===== config.mk =====
export PLATFORM = sky130hd
export DESIGN_NAME = irq_ctrl_top
export DESIGN_NICKNAME = d
export VERILOG_FILES = /design/src/rtl/core_ctrl_pkg.sv /design/src/rtl/irq_pkg.sv /design/src/rtl/irq_ctrl_top.sv /design/src/rtl/irq_priority_stage.sv /design/src/rtl/irq_sample_stage.sv /design/src/rtl/irq_take_stage.sv /design/src/rtl/wfi_sleep_ctrl.sv
export SDC_FILE = /design/constraint.sdc
export NUM_CORES = 1
export LEC_CHECK = 0
export BUFFER_PORTS_ARGS = -buffer_cell sky130_fd_sc_hd__clkbuf_2
export CORE_ASPECT_RATIO = 1.2
export CORE_MARGIN = 2
export CORE_UTILIZATION = 45
export CTS_CLUSTER_DIAMETER = 120
export DETAILED_ROUTE_END_ITERATION = 8
export PLACE_DENSITY_LB_ADDON = 0.2
export SLEW_MARGIN = 20
export SYNTH_ARGS = -nofsm -noshare
export SYNTH_HDL_FRONTEND = slang
export SYNTH_SLANG_ARGS = --single-unit

===== constraint.sdc =====
create_clock -name clk_i -period 2.63 [get_ports clk_i]
set_clock_uncertainty 0.1 [all_clocks]
set_input_delay 0 -clock clk_i [delete_from_list [all_inputs] [get_ports clk_i]]
set_output_delay 0 -clock clk_i [all_outputs]
set_load 0.02 [all_outputs]

===== src/rtl/core_ctrl_pkg.sv =====
/*
 * Core control constants for the WFI sleep path
 * Sleep entry delay and width of its down-counter
 */

package core_ctrl_pkg;

  // -------------------------------------------------------------------
  // WFI sleep entry
  // -------------------------------------------------------------------

  // Clock edges from a WFI strobe to core sleep rising
  // Only holds while no wake level and no debug request appear
  localparam int unsigned SLEEP_DELAY = 6;

  // Down-counter width, must hold SLEEP_DELAY itself
  localparam int unsigned SLEEP_CNT_W = 3;

  // Wake is level based and ignores the global interrupt enable
  // Any pending enabled line or a debug request ends WFI

endpackage : core_ctrl_pkg


===== src/rtl/irq_pkg.sv =====
/*
 * Interrupt numbering shared by the interrupt path and its testbench
 * Line count, id width, implemented-line mask and id type
 */

package irq_pkg;

  // -------------------------------------------------------------------
  // Line numbering
  // -------------------------------------------------------------------

  // Total external interrupt lines seen by the core
  localparam int unsigned NUM_IRQ = 32;

  // Width of an encoded interrupt id, enough for lines 0..31
  localparam int unsigned IRQ_ID_W = 5;

  // Implemented lines
  // Platform lines 31..16, machine external 11, timer 7, software 3
  // Every other position is reserved and always reads zero in mip
  localparam logic [NUM_IRQ-1:0] VALID_IRQ_MASK = 32'hffff_0888;

  // Encoded interrupt id as carried on the ack side
  typedef logic [IRQ_ID_W-1:0] irq_id_t;

  // -------------------------------------------------------------------
  // Fixed priority order
  // -------------------------------------------------------------------
  // Highest numbered pending enabled line among 31..16 wins
  // With none of those present the order is 11, then 3, then 7
  // So software beats timer, unlike the raw line numbers suggest
  // Priority is fixed, there is no programmable level or threshold

endpackage : irq_pkg


===== src/rtl/irq_ctrl_top.sv =====
/*
 * Machine-mode interrupt path top level
 * Sample, priority and take stages plus the WFI sleep controller
 */

`timescale 1ns/10ps

module irq_ctrl_top
  import irq_pkg::*;
(
  input  logic               clk_i,
  input  logic               rst_ni,
  input  logic [NUM_IRQ-1:0] irq_i,
  input  logic               mie_we_i,
  input  logic [NUM_IRQ-1:0] mie_wdata_i,
  input  logic               mstatus_mie_we_i,
  input  logic               mstatus_mie_wdata_i,
  input  logic               mret_i,
  input  logic               wfi_i,
  input  logic               debug_req_i,
  output logic [NUM_IRQ-1:0] mip_o,
  output logic [NUM_IRQ-1:0] mie_o,
  output logic               mstatus_mie_o,
  output logic               irq_ack_o,
  output irq_id_t            irq_id_o,
  output logic               core_sleep_o
);

  logic [NUM_IRQ-1:0] mip;
  logic               wake;
  logic               win_valid;
  irq_id_t            win_id;

  // -------------------------------------------------------------------
  // Three-stage interrupt pipeline, irq_i to ack in 3 edges
  // -------------------------------------------------------------------
  irq_sample_stage u_sample (
    .clk_i, .rst_ni, .irq_i, .mip_o(mip)
  );

  irq_priority_stage u_priority (
    .clk_i, .rst_ni, .mip_i(mip), .mie_we_i, .mie_wdata_i, .mie_o,
    .wake_o(wake), .win_valid_o(win_valid), .win_id_o(win_id)
  );

  irq_take_stage u_take (
    .clk_i, .rst_ni, .win_valid_i(win_valid), .win_id_i(win_id),
    .mstatus_mie_we_i, .mstatus_mie_wdata_i, .mret_i,
    .mstatus_mie_o, .irq_ack_o, .irq_id_o
  );

  // Sleep sits beside the priority stage and uses its wake level
  wfi_sleep_ctrl u_sleep (
    .clk_i, .rst_ni, .wfi_i, .wake_i(wake), .debug_req_i, .core_sleep_o
  );

  assign mip_o = mip;

endmodule : irq_ctrl_top


===== src/rtl/irq_priority_stage.sv =====
/*
 * Interrupt priority stage
 * Holds mie, masks mip with it, registers the fixed-priority winner
 * Also gives the unregistered wake level for the sleep controller
 */

`timescale 1ns/10ps

module irq_priority_stage
  import irq_pkg::*;
(
  input  logic               clk_i,
  input  logic               rst_ni,
  // Pending lines from the sample stage
  input  logic [NUM_IRQ-1:0] mip_i,
  // Software write port for mie
  input  logic               mie_we_i,
  input  logic [NUM_IRQ-1:0] mie_wdata_i,
  output logic [NUM_IRQ-1:0] mie_o,
  // Any pending enabled line, combinational
  output logic               wake_o,
  // Registered winner towards the take stage
  output logic               win_valid_o,
  output irq_id_t            win_id_o
);

  logic [NUM_IRQ-1:0] mie_q;
  logic [NUM_IRQ-1:0] pend_en;
  logic               win_valid_d;
  logic               win_valid_q;
  irq_id_t            win_id_d;
  irq_id_t            win_id_q;

  // -------------------------------------------------------------------
  // Enable register
  // -------------------------------------------------------------------
  // Writes to reserved positions are dropped
  always_ff @(posedge clk_i or negedge rst_ni) begin
    if (!rst_ni) begin
      mie_q <= '0;
    end else if (mie_we_i) begin
      mie_q <= mie_wdata_i & VALID_IRQ_MASK;
    end
  end

  assign pend_en = mip_i & mie_q;

  // Wake does not look at the global enable
  assign wake_o = |pend_en;

  // -------------------------------------------------------------------
  // Fixed priority pick
  // -------------------------------------------------------------------
  // Later assignments override earlier ones, so the lowest priority
  // line 7 is tested first, then 3, then 11, then 16 up to 31
  always_comb begin
    win_valid_d = |pend_en;
    win_id_d    = '0;
    if (pend_en[7])  win_id_d = irq_id_t'(7);
    if (pend_en[3])  win_id_d = irq_id_t'(3);
    if (pend_en[11]) win_id_d = irq_id_t'(11);
    for (int i = 16; i < NUM_IRQ; i++) begin
      if (pend_en[i]) win_id_d = irq_id_t'(i);
    end
  end

  // Winner register towards the take stage
  always_ff @(posedge clk_i or negedge rst_ni) begin
    if (!rst_ni) begin
      win_valid_q <= 1'b0;
      win_id_q    <= '0;
    end else begin
      win_valid_q <= win_valid_d;
      win_id_q    <= win_id_d;
    end
  end

  assign mie_o       = mie_q;
  assign win_valid_o = win_valid_q;
  assign win_id_o    = win_id_q;

endmodule : irq_priority_stage


===== src/rtl/irq_sample_stage.sv =====
/*
 * Interrupt sample stage
 * Flops the raw lines into mip, reserved positions forced to zero
 */

`timescale 1ns/10ps

module irq_sample_stage
  import irq_pkg::*;
(
  input  logic               clk_i,
  input  logic               rst_ni,
  // Raw external interrupt lines, level sensitive
  input  logic [NUM_IRQ-1:0] irq_i,
  // Pending register as software would read it
  output logic [NUM_IRQ-1:0] mip_o
);

  logic [NUM_IRQ-1:0] mip_q;
  logic [NUM_IRQ-1:0] mip_d;

  // Drop reserved lines before the flop
  // so they can never reach the priority logic
  assign mip_d = irq_i & VALID_IRQ_MASK;

  // Sampled every cycle, no hold or clear from software
  always_ff @(posedge clk_i or negedge rst_ni) begin
    if (!rst_ni) begin
      mip_q <= '0;
    end else begin
      mip_q <= mip_d;
    end
  end

  // One cycle after irq_i
  assign mip_o = mip_q;

endmodule : irq_sample_stage


===== src/rtl/irq_take_stage.sv =====
/*
 * Interrupt take stage
 * Global enable bit, single-cycle ack pulse and latched id
 */

`timescale 1ns/10ps

module irq_take_stage
  import irq_pkg::*;
(
  input  logic    clk_i,
  input  logic    rst_ni,
  // Winner from the priority stage
  input  logic    win_valid_i,
  input  irq_id_t win_id_i,
  // Software write of mstatus.MIE
  input  logic    mstatus_mie_we_i,
  input  logic    mstatus_mie_wdata_i,
  // Return from trap, restores the global enable
  input  logic    mret_i,
  output logic    mstatus_mie_o,
  output logic    irq_ack_o,
  output irq_id_t irq_id_o
);

  logic    mstatus_mie_q;
  logic    ack_q;
  irq_id_t id_q;
  logic    take;

  // Interrupt is taken only with the global enable set
  assign take = win_valid_i & mstatus_mie_q;

  // Global enable
  // Trap entry clears it and beats both write and mret
  // A software write beats mret in the same cycle
  always_ff @(posedge clk_i or negedge rst_ni) begin
    if (!rst_ni) begin
      mstatus_mie_q <= 1'b0;
    end else if (take) begin
      mstatus_mie_q <= 1'b0;
    end else if (mstatus_mie_we_i) begin
      mstatus_mie_q <= mstatus_mie_wdata_i;
    end else if (mret_i) begin
      mstatus_mie_q <= 1'b1;
    end
  end

  // Ack is a pulse by construction, the take itself clears the enable
  // Id holds its value until the next ack
  always_ff @(posedge clk_i or negedge rst_ni) begin
    if (!rst_ni) begin
      ack_q <= 1'b0;
      id_q  <= '0;
    end else begin
      ack_q <= take;
      if (take) id_q <= win_id_i;
    end
  end

  assign mstatus_mie_o = mstatus_mie_q;
  assign irq_ack_o     = ack_q;
  assign irq_id_o      = id_q;

endmodule : irq_take_stage


===== src/rtl/wfi_sleep_ctrl.sv =====
/*
 * WFI sleep controller
 * WFI state, entry delay down-counter and core sleep flag
 */

`timescale 1ns/10ps

module wfi_sleep_ctrl
  import core_ctrl_pkg::*;
(
  input  logic clk_i,
  input  logic rst_ni,
  // Strobe from a retired WFI instruction
  input  logic wfi_i,
  // Pending enabled interrupt level
  input  logic wake_i,
  // External debug request, level
  input  logic debug_req_i,
  output logic core_sleep_o
);

  logic                   in_wfi_q;
  logic                   sleep_q;
  logic [SLEEP_CNT_W-1:0] cnt_q;
  logic                   wake_any;

  assign wake_any = wake_i | debug_req_i;

  // Wake wins over a WFI strobe in the same cycle
  // A repeated strobe while already in WFI is ignored
  // Counter runs SLEEP_DELAY..1, sleep rises on the step from 1 to 0
  always_ff @(posedge clk_i or negedge rst_ni) begin
    if (!rst_ni) begin
      in_wfi_q <= 1'b0;
      sleep_q  <= 1'b0;
      cnt_q    <= '0;
    end else if (wake_any) begin
      in_wfi_q <= 1'b0;
      sleep_q  <= 1'b0;
      cnt_q    <= '0;
    end else if (wfi_i && !in_wfi_q) begin
      in_wfi_q <= 1'b1;
      cnt_q    <= SLEEP_CNT_W'(SLEEP_DELAY);
    end else if (in_wfi_q && (cnt_q != '0)) begin
      cnt_q <= cnt_q - 1'b1;
      if (cnt_q == SLEEP_CNT_W'(1)) sleep_q <= 1'b1;
    end
  end

  assign core_sleep_o = sleep_q;

endmodule : wfi_sleep_ctrl


Word-level counts from Yosys, hierarchy flattened
Cells that the tools add are included.

Output and inout port bits: 72. Flip-flop bits (word level): 56. Logic and storage cells: 58. Input bits: 72.

Equal/unequal tests: 2. Multiplexer cells: 31. Add/sub/neg operators: 1. Reduce and logical (&&, ||, !) cells: 11. Bitwise operators: 3.

Operators by type and width (count): $mux 5 (18); $and 32x32->32 (1); $reduce_or 32->1 (1); $mux 3 (4); $mux 1 (9); $reduce_bool 3->1 (3); $reduce_bool 2->1 (3); $eq 3x1->1 const B (1); $reduce_and 3->1 (1); $sub 3x1->3 const B (1); $logic_and 1x1->1 (2); $ne 2x1->1 const B (1); $and 1x1->1 (1); $logic_not 1->1 (1); $or 1x1->1 (1).

Depth between registers and ports, before layout
Word-level depth: 20. Depth in mapped cells: 6.

Cells and area by module
A second synthesis with hierarchy kept.

Cell total of the unflattened synthesis: 186. Area, all modules: 2384.8 µm².

By module, submodules not included: irq_priority_stage (seq. area each 625.6 µm², times used 1, cells an instance 108, area an instance 1229.9 µm²); irq_sample_stage (seq. area each 475.5 µm², times used 1, cells an instance 33, area an instance 576.8 µm²); wfi_sleep_ctrl (seq. area each 125.1 µm², times used 1, cells an instance 29, area an instance 295.3 µm²); irq_take_stage (seq. area each 175.2 µm², times used 1, cells an instance 16, area an instance 282.8 µm²).

Worst setup path after synthesis
No wires, ideal clock.

Path kind: register to register. Start: register u_sample.mip_q[11], in the netlist u_sample.mip_o[11]. End: register u_priority.win_id_q[0], in the netlist u_priority.win_id_o[0]. Period minus slack after synthesis: 1660 ps. Arrival: 1428 ps. Stages on the path, launching flop included: 5. Path slack: 970 ps. Buffers on the path: 0. Cell sequence: dfrtp_1 a222oi_1 o21ai_1 a221oi_1 o21ai_1.

Cells in the longest elaborated chain, start to end: 18.

Ends and longest elaborated chain: start, declared (RTL line irq_sample_stage.sv:19) `logic [NUM_IRQ-1:0] mip_q;`; start signal, assigned (RTL line irq_sample_stage.sv:31) `mip_q <= mip_d;`; $and 32x32->32 (RTL line irq_priority_stage.sv:46) `assign pend_en = mip_i & mie_q;`; $mux 5 (RTL line irq_priority_stage.sv:61) `if (pend_en[11]) win_id_d = irq_id_t'(11);`; $mux 5 (16 in series) (RTL line irq_priority_stage.sv:63) `if (pend_en[i]) win_id_d = irq_id_t'(i);`; named net u_priority.win_id_d[0] (RTL line irq_priority_stage.sv:31) `irq_id_t win_id_d;`; end signal, assigned (RTL line irq_priority_stage.sv:74) `win_id_q <= win_id_d;`; end, declared (RTL line irq_priority_stage.sv:32) `irq_id_t win_id_q;`.

The timed path passes the listed nets, and every way through them passes these cells. A chain may end at the register's enable or synchronous reset.

Worst setup path after layout
Start: register u_priority.mie_q[11], in the netlist u_priority.mie_o[11]. End: register u_sleep.in_wfi_q.

Cells in the longest elaborated chain, start to end: 4. Elaborated cells between the ends (all ways): 5. Classes of those cells: 1 x mux; 2 x bitwise; 2 x reduce/logical.

Ends and longest elaborated chain: start, declared (RTL line irq_priority_stage.sv:27) `logic [NUM_IRQ-1:0] mie_q;`; start signal, assigned (RTL line irq_priority_stage.sv:42) `mie_q <= mie_wdata_i & VALID_IRQ_MASK;`; $and 32x32->32 (*) (RTL line irq_priority_stage.sv:46); $reduce_or 32->1 (*) (RTL line irq_priority_stage.sv:49) `assign wake_o = |pend_en;`; $or 1x1->1 (*) (RTL line wfi_sleep_ctrl.sv:27) `assign wake_any = wake_i | debug_req_i;`; $mux 1 or $reduce_bool 2->1 (tied branches); end signal, assigned (RTL line wfi_sleep_ctrl.sv:34) `in_wfi_q <= 1'b0;`; end signal, assigned (RTL line wfi_sleep_ctrl.sv:38) `in_wfi_q <= 1'b0;`; end signal, assigned (RTL line wfi_sleep_ctrl.sv:42) `in_wfi_q <= 1'b1;`; end, declared (RTL line wfi_sleep_ctrl.sv:22) `logic in_wfi_q;`.

Every way passes the cells marked *; elsewhere a longest branch is shown, timed or not.

==> parameters.txt <==
Parameter                              Value

Synth
  Post-synth top area share ... 0.595
  Dominant cell by count in the synthesized netlist ... sky130_fd_sc_hd__dfrtp_1
  Synth area leaders ... sky130_fd_sc_hd__dfrtp_1 60%, sky130_fd_sc_hd__mux2_2 11%, sky130_fd_sc_hd__buf_4 8.3%, sky130_fd_sc_hd__nand2_1 2.6%, sky130_fd_sc_hd__a22oi_1 2.2%
  Commonest cells in the synthesized netlist ... 56 x sky130_fd_sc_hd__dfrtp_1, 26 x sky130_fd_sc_hd__buf_4, 24 x sky130_fd_sc_hd__mux2_2
  Share of synthesized area occupied by flip-flops and latches ... 0.595
  Number of enable flip-flop cells after synthesis ... 0
  Synth warnings ... 0
  Most area-hungry cell type in the Yosys netlist ... sky130_fd_sc_hd__dfrtp_1
  Top_reg_cell synth ... sky130_fd_sc_hd__dfrtp_1
  Average instance area after synthesis ... 12.7 µm²
  Number of different library cells in the post-synthesis netlist ... 32
  Number of synthesized register bits ... 56
  Async S/R FF share, synth ... 1.00
  Instance count of the mapped netlist ... ~190
  Area of the mapped netlist ... about 2400 µm²

Routing
  Met2 wire length ... 2.84 mm
  Total DRC errors in the routed layout ... 0
  Top layer in use ... met4
  Starting DRT DRC Count ... slightly above 70
  Final WL ... approximately 5.2 mm
  Remaining antenna violation count ... 0
  Post-Route M1 WL ... about 2.0 mm
  Via density per instance ... 4.86
  Vias after detailed routing ... roughly 1900
  Routed met3 length ... roughly 340 µm
  Wire length per cell ... between 10 and 15 µm
  Number of search-and-repair iterations in the first detailed-routing pass ... 5

Global route
  Total congestion overflow after global routing ... 0
  Maximum number of pins on one net before global-route repair ... 57
  GRT Total Usage ... 0.184
  Wire length of the first global-routing pass ... between 8 and 9 mm
  Number of global-route vias before repair ... approximately 1800
  Initial antenna violation count ... 0

CTS
  Post-CTS setup buffer count ... 0
  Clock slew seen by the registers of the worst setup and hold paths ... 0.09 ns
  H-tree lvl count ... 2
  CTS max path bufs ... 2
  Cell chosen for the clock root ... sky130_fd_sc_hd__clkbuf_8
  Clock latency on the worst-skew pair ... about 0.30 ns
  Number of clock buffers inserted by TritonCTS ... 5
  TritonCTS clock tree ... built
  Resized cells post-CTS ... 0
  Sinks on Clock Net ... 56

Setup path
  Worst reg2reg path endpoint ... u_sleep.in_wfi_q$_DFFE_PN0P_
  Cells on worst reg2reg path ... 4
  Critical register-to-register path startpoint ... u_priority.mie_o[11]$_DFFE_PN0P_
  Start-to-end type of the worst setup path ... reg2reg
  Req. time, crit path ... about 2.8 ns
  Critical Path Start Type ... register
  Register-to-Register Setup Slack ... a little under 0.4 ns
  Endpoint kind of the worst setup timing path ... register
  Critical Path Fanout Max ... 5
  Timing startpoint of the critical path ... u_priority.mie_o[11]$_DFFE_PN0P_
  Data arrival time at the worst-slack endpoint ... ~2.4 ns

Placement
  Hpwl dp ... around 3.4 mm
  Total of buffers placed on input and output ports ... between 90 and 100
  Final weighted congestion in routability-driven placement ... about 0.73

STA
  Fin. Hold Viols ... 0
  Tightest slew margin relative to the limit ... 0.547
  Fin. max-slew vios ... 0
  Post-route fraction of the period consumed by the critical path ... 0.849
  Total Neg Setup Slack ... 0 ns
  Count of final setup violators ... 0
  Upper clock frequency limit ... about 450 MHz
  Minimum clock period ... 2.23 ns
  Tightest Pin Transition ... a little under 0.7 ns
  Unrepaired setup endpoints after global routing ... false

Outcome
  Result of the run ... complete, no violations

Power and ir drop
  Pwr per Cell Area ... around 570 nW/µm²
  Leak Pwr ... around 1.6 nW
  Power after layout ... 0.00190 W
  Worst-case vdd ir drop ... about 380 µV

Floorplan
  Starting Density ... 0.473
  Cell row count ... 28
  I/O pin total ... between 100 and 150
  Die extent in y ... between 80 and 90 µm
  Core Box Area ... around 5000 µm²
  DIE AREA ... between 5000 and 6000 µm²
  Die width ... approximately 70 µm

Final layout
  Count of filler cells inserted in the layout ... 375
  Final #Nets ... roughly 400
  Antenna Diode Count ... 0
  Synth-to-Final Area Change ... 40.6%
  Layout cell share with drive strength beyond 1 ... 0.379

Hold path
  Class of the tightest hold or removal check ... in2reg
  Worst Hold Path Cells ... 2
  Start point of the worst min-delay path ... irq_i[22]
  Hold Crit Endpoint ... u_sample.mip_o[22]$_DFF_PN0_

Flow run
  Number of maximum-capacitance violations ... 0
-- critical path, stage by stage (launching register included) --
cell and delay, ns:
sky130_fd_sc_hd__dfrtp_1 0.44, sky130_fd_sc_hd__a222oi_1 0.58, sky130_fd_sc_hd__nand4b_1 0.34, sky130_fd_sc_hd__nor2_1 0.17
sky130_fd_sc_hd__dlygate4sd3_1 0.55
-- layout make-up --
class | instances | area (µm²) | area share
Clock buffer | 8 | 90.1 | 0.0272
Inverter | 5 | 18.8 | 0.00567
Multi-Input combinational cell | 122 | 823 | 0.249
Sequential cell | 56 | 1400 | 0.423
Tap cell | 60 | 75.1 | 0.0227
Timing Repair Buffer | 136 | 903 | 0.273
-- cell families (layout without fill, tap and decap cells) --
group / count (synthesis) / count (layout) / share of synthesized area
flip-flops: 56 / 56 / 0.595
AND/OR/NAND/NOR: 37 / 37 / 0.0760
buffers and inverters: 33 / 149 / 0.0951
AO/OA/AOI/OAI: 31 / 31 / 0.0978
multiplexers: 24 / 24 / 0.115
adder cells (fa/ha/maj): 3 / 3 / 0.0159
other: 1 / 26 / 0.00159
XOR/XNOR: 1 / 1 / 0.00372
-- cells in the final DEF, fill, tap and decap left out, types with 2 or more instances in the layout --
master                          count
sky130_fd_sc_hd__ha_1               3
sky130_fd_sc_hd__clkbuf_1           2
sky130_fd_sc_hd__mux2_2            24
sky130_fd_sc_hd__a21oi_1            3
sky130_fd_sc_hd__nor2_1            11
sky130_fd_sc_hd__o21ai_1            2
sky130_fd_sc_hd__dfrtp_1           56
sky130_fd_sc_hd__a31oi_1            3
sky130_fd_sc_hd__dlygate4sd3_1     44
sky130_fd_sc_hd__a22o_1             4
sky130_fd_sc_hd__inv_1              5
sky130_fd_sc_hd__a22oi_1            7
sky130_fd_sc_hd__conb_1            26
sky130_fd_sc_hd__clkbuf_2          91
sky130_fd_sc_hd__clkbuf_8           6
sky130_fd_sc_hd__nand3_1            3
sky130_fd_sc_hd__o22ai_1            2
sky130_fd_sc_hd__a222oi_1           2
sky130_fd_sc_hd__nand2_1           16
sky130_fd_sc_hd__a221oi_1           2
-- per-stage QoR --
stage | instance area, µm² | setup WS, ns | instances | hold WS (ns) | utilization
floorplan | 2450 | 0.970 | 211 | -0.396 | -
global placement | 2780 | 0.754 | 335 | 0.00909 | 0.559
detailed placement | 2780 | 0.775 | 335 | 0.00964 | 0.559
CTS | 3310 | 0.378 | 387 | 0.221 | 0.666
global route | 3310 | 0.223 | 387 | 0.214 | 0.666
finish | 3310 | 0.397 | 387 | 0.236 | 0.666
-- report_power, final --
group / total, W / leakage (nW) / internal [W] / switching (W)
Sequential: 0.00100 / 0.648 / 0.000937 / 0.0000637
Clock: 0.000465 / 0.0455 / 0.000215 / 0.000250
Combinational: 0.000432 / 0.911 / 0.000188 / 0.000244
Total: 0.00190 / 1.60 / 0.00134 / 0.000558
-- state kept, by name, indices dropped and copies added (netlist names) --
| register | flops |
|---|---|
| u_take.irq_id_o | 5 |
| u_take.irq_ack_o | 1 |
| u_sleep.core_sleep_o | 1 |
| u_priority.win_id_o | 5 |
| u_sample.mip_o | 19 |
| u_sleep.cnt_q | 3 |
| u_priority.win_valid_o | 1 |
| u_take.mstatus_mie_o | 1 |
| u_priority.mie_o | 19 |
| u_sleep.in_wfi_q | 1 |
-- what timing repair did --
action                                  in CTS  in global routing
endpoints found under the setup margin       0                  0
hold buffers                                44                  0
endpoints found under the hold margin      100                  0
-- metal layers --
metal / up-vias / global-route usage
li1: 888 / -
met3: 2 / 0.0534
met4: 0 / 0.0542
met1: 906 / 0.209
met5: - / 0
met2: 83 / 0.332
-- worst max path at each step --
stage	end	slack, ns
final	u_sleep.in_wfi_q$_DFFE_PN0P_	0.40
after CTS	u_sleep.in_wfi_q$_DFFE_PN0P_	0.38
after global routing	u_sleep.in_wfi_q$_DFFE_PN0P_	0.22
after global placement	u_priority.win_id_o[0]$_DFF_PN0_	0.75
after floorplan	u_priority.win_id_o[0]$_DFF_PN0_	0.97
after detailed placement	u_priority.win_id_o[0]$_DFF_PN0_	0.78
(Power assumes the default switching activity.)
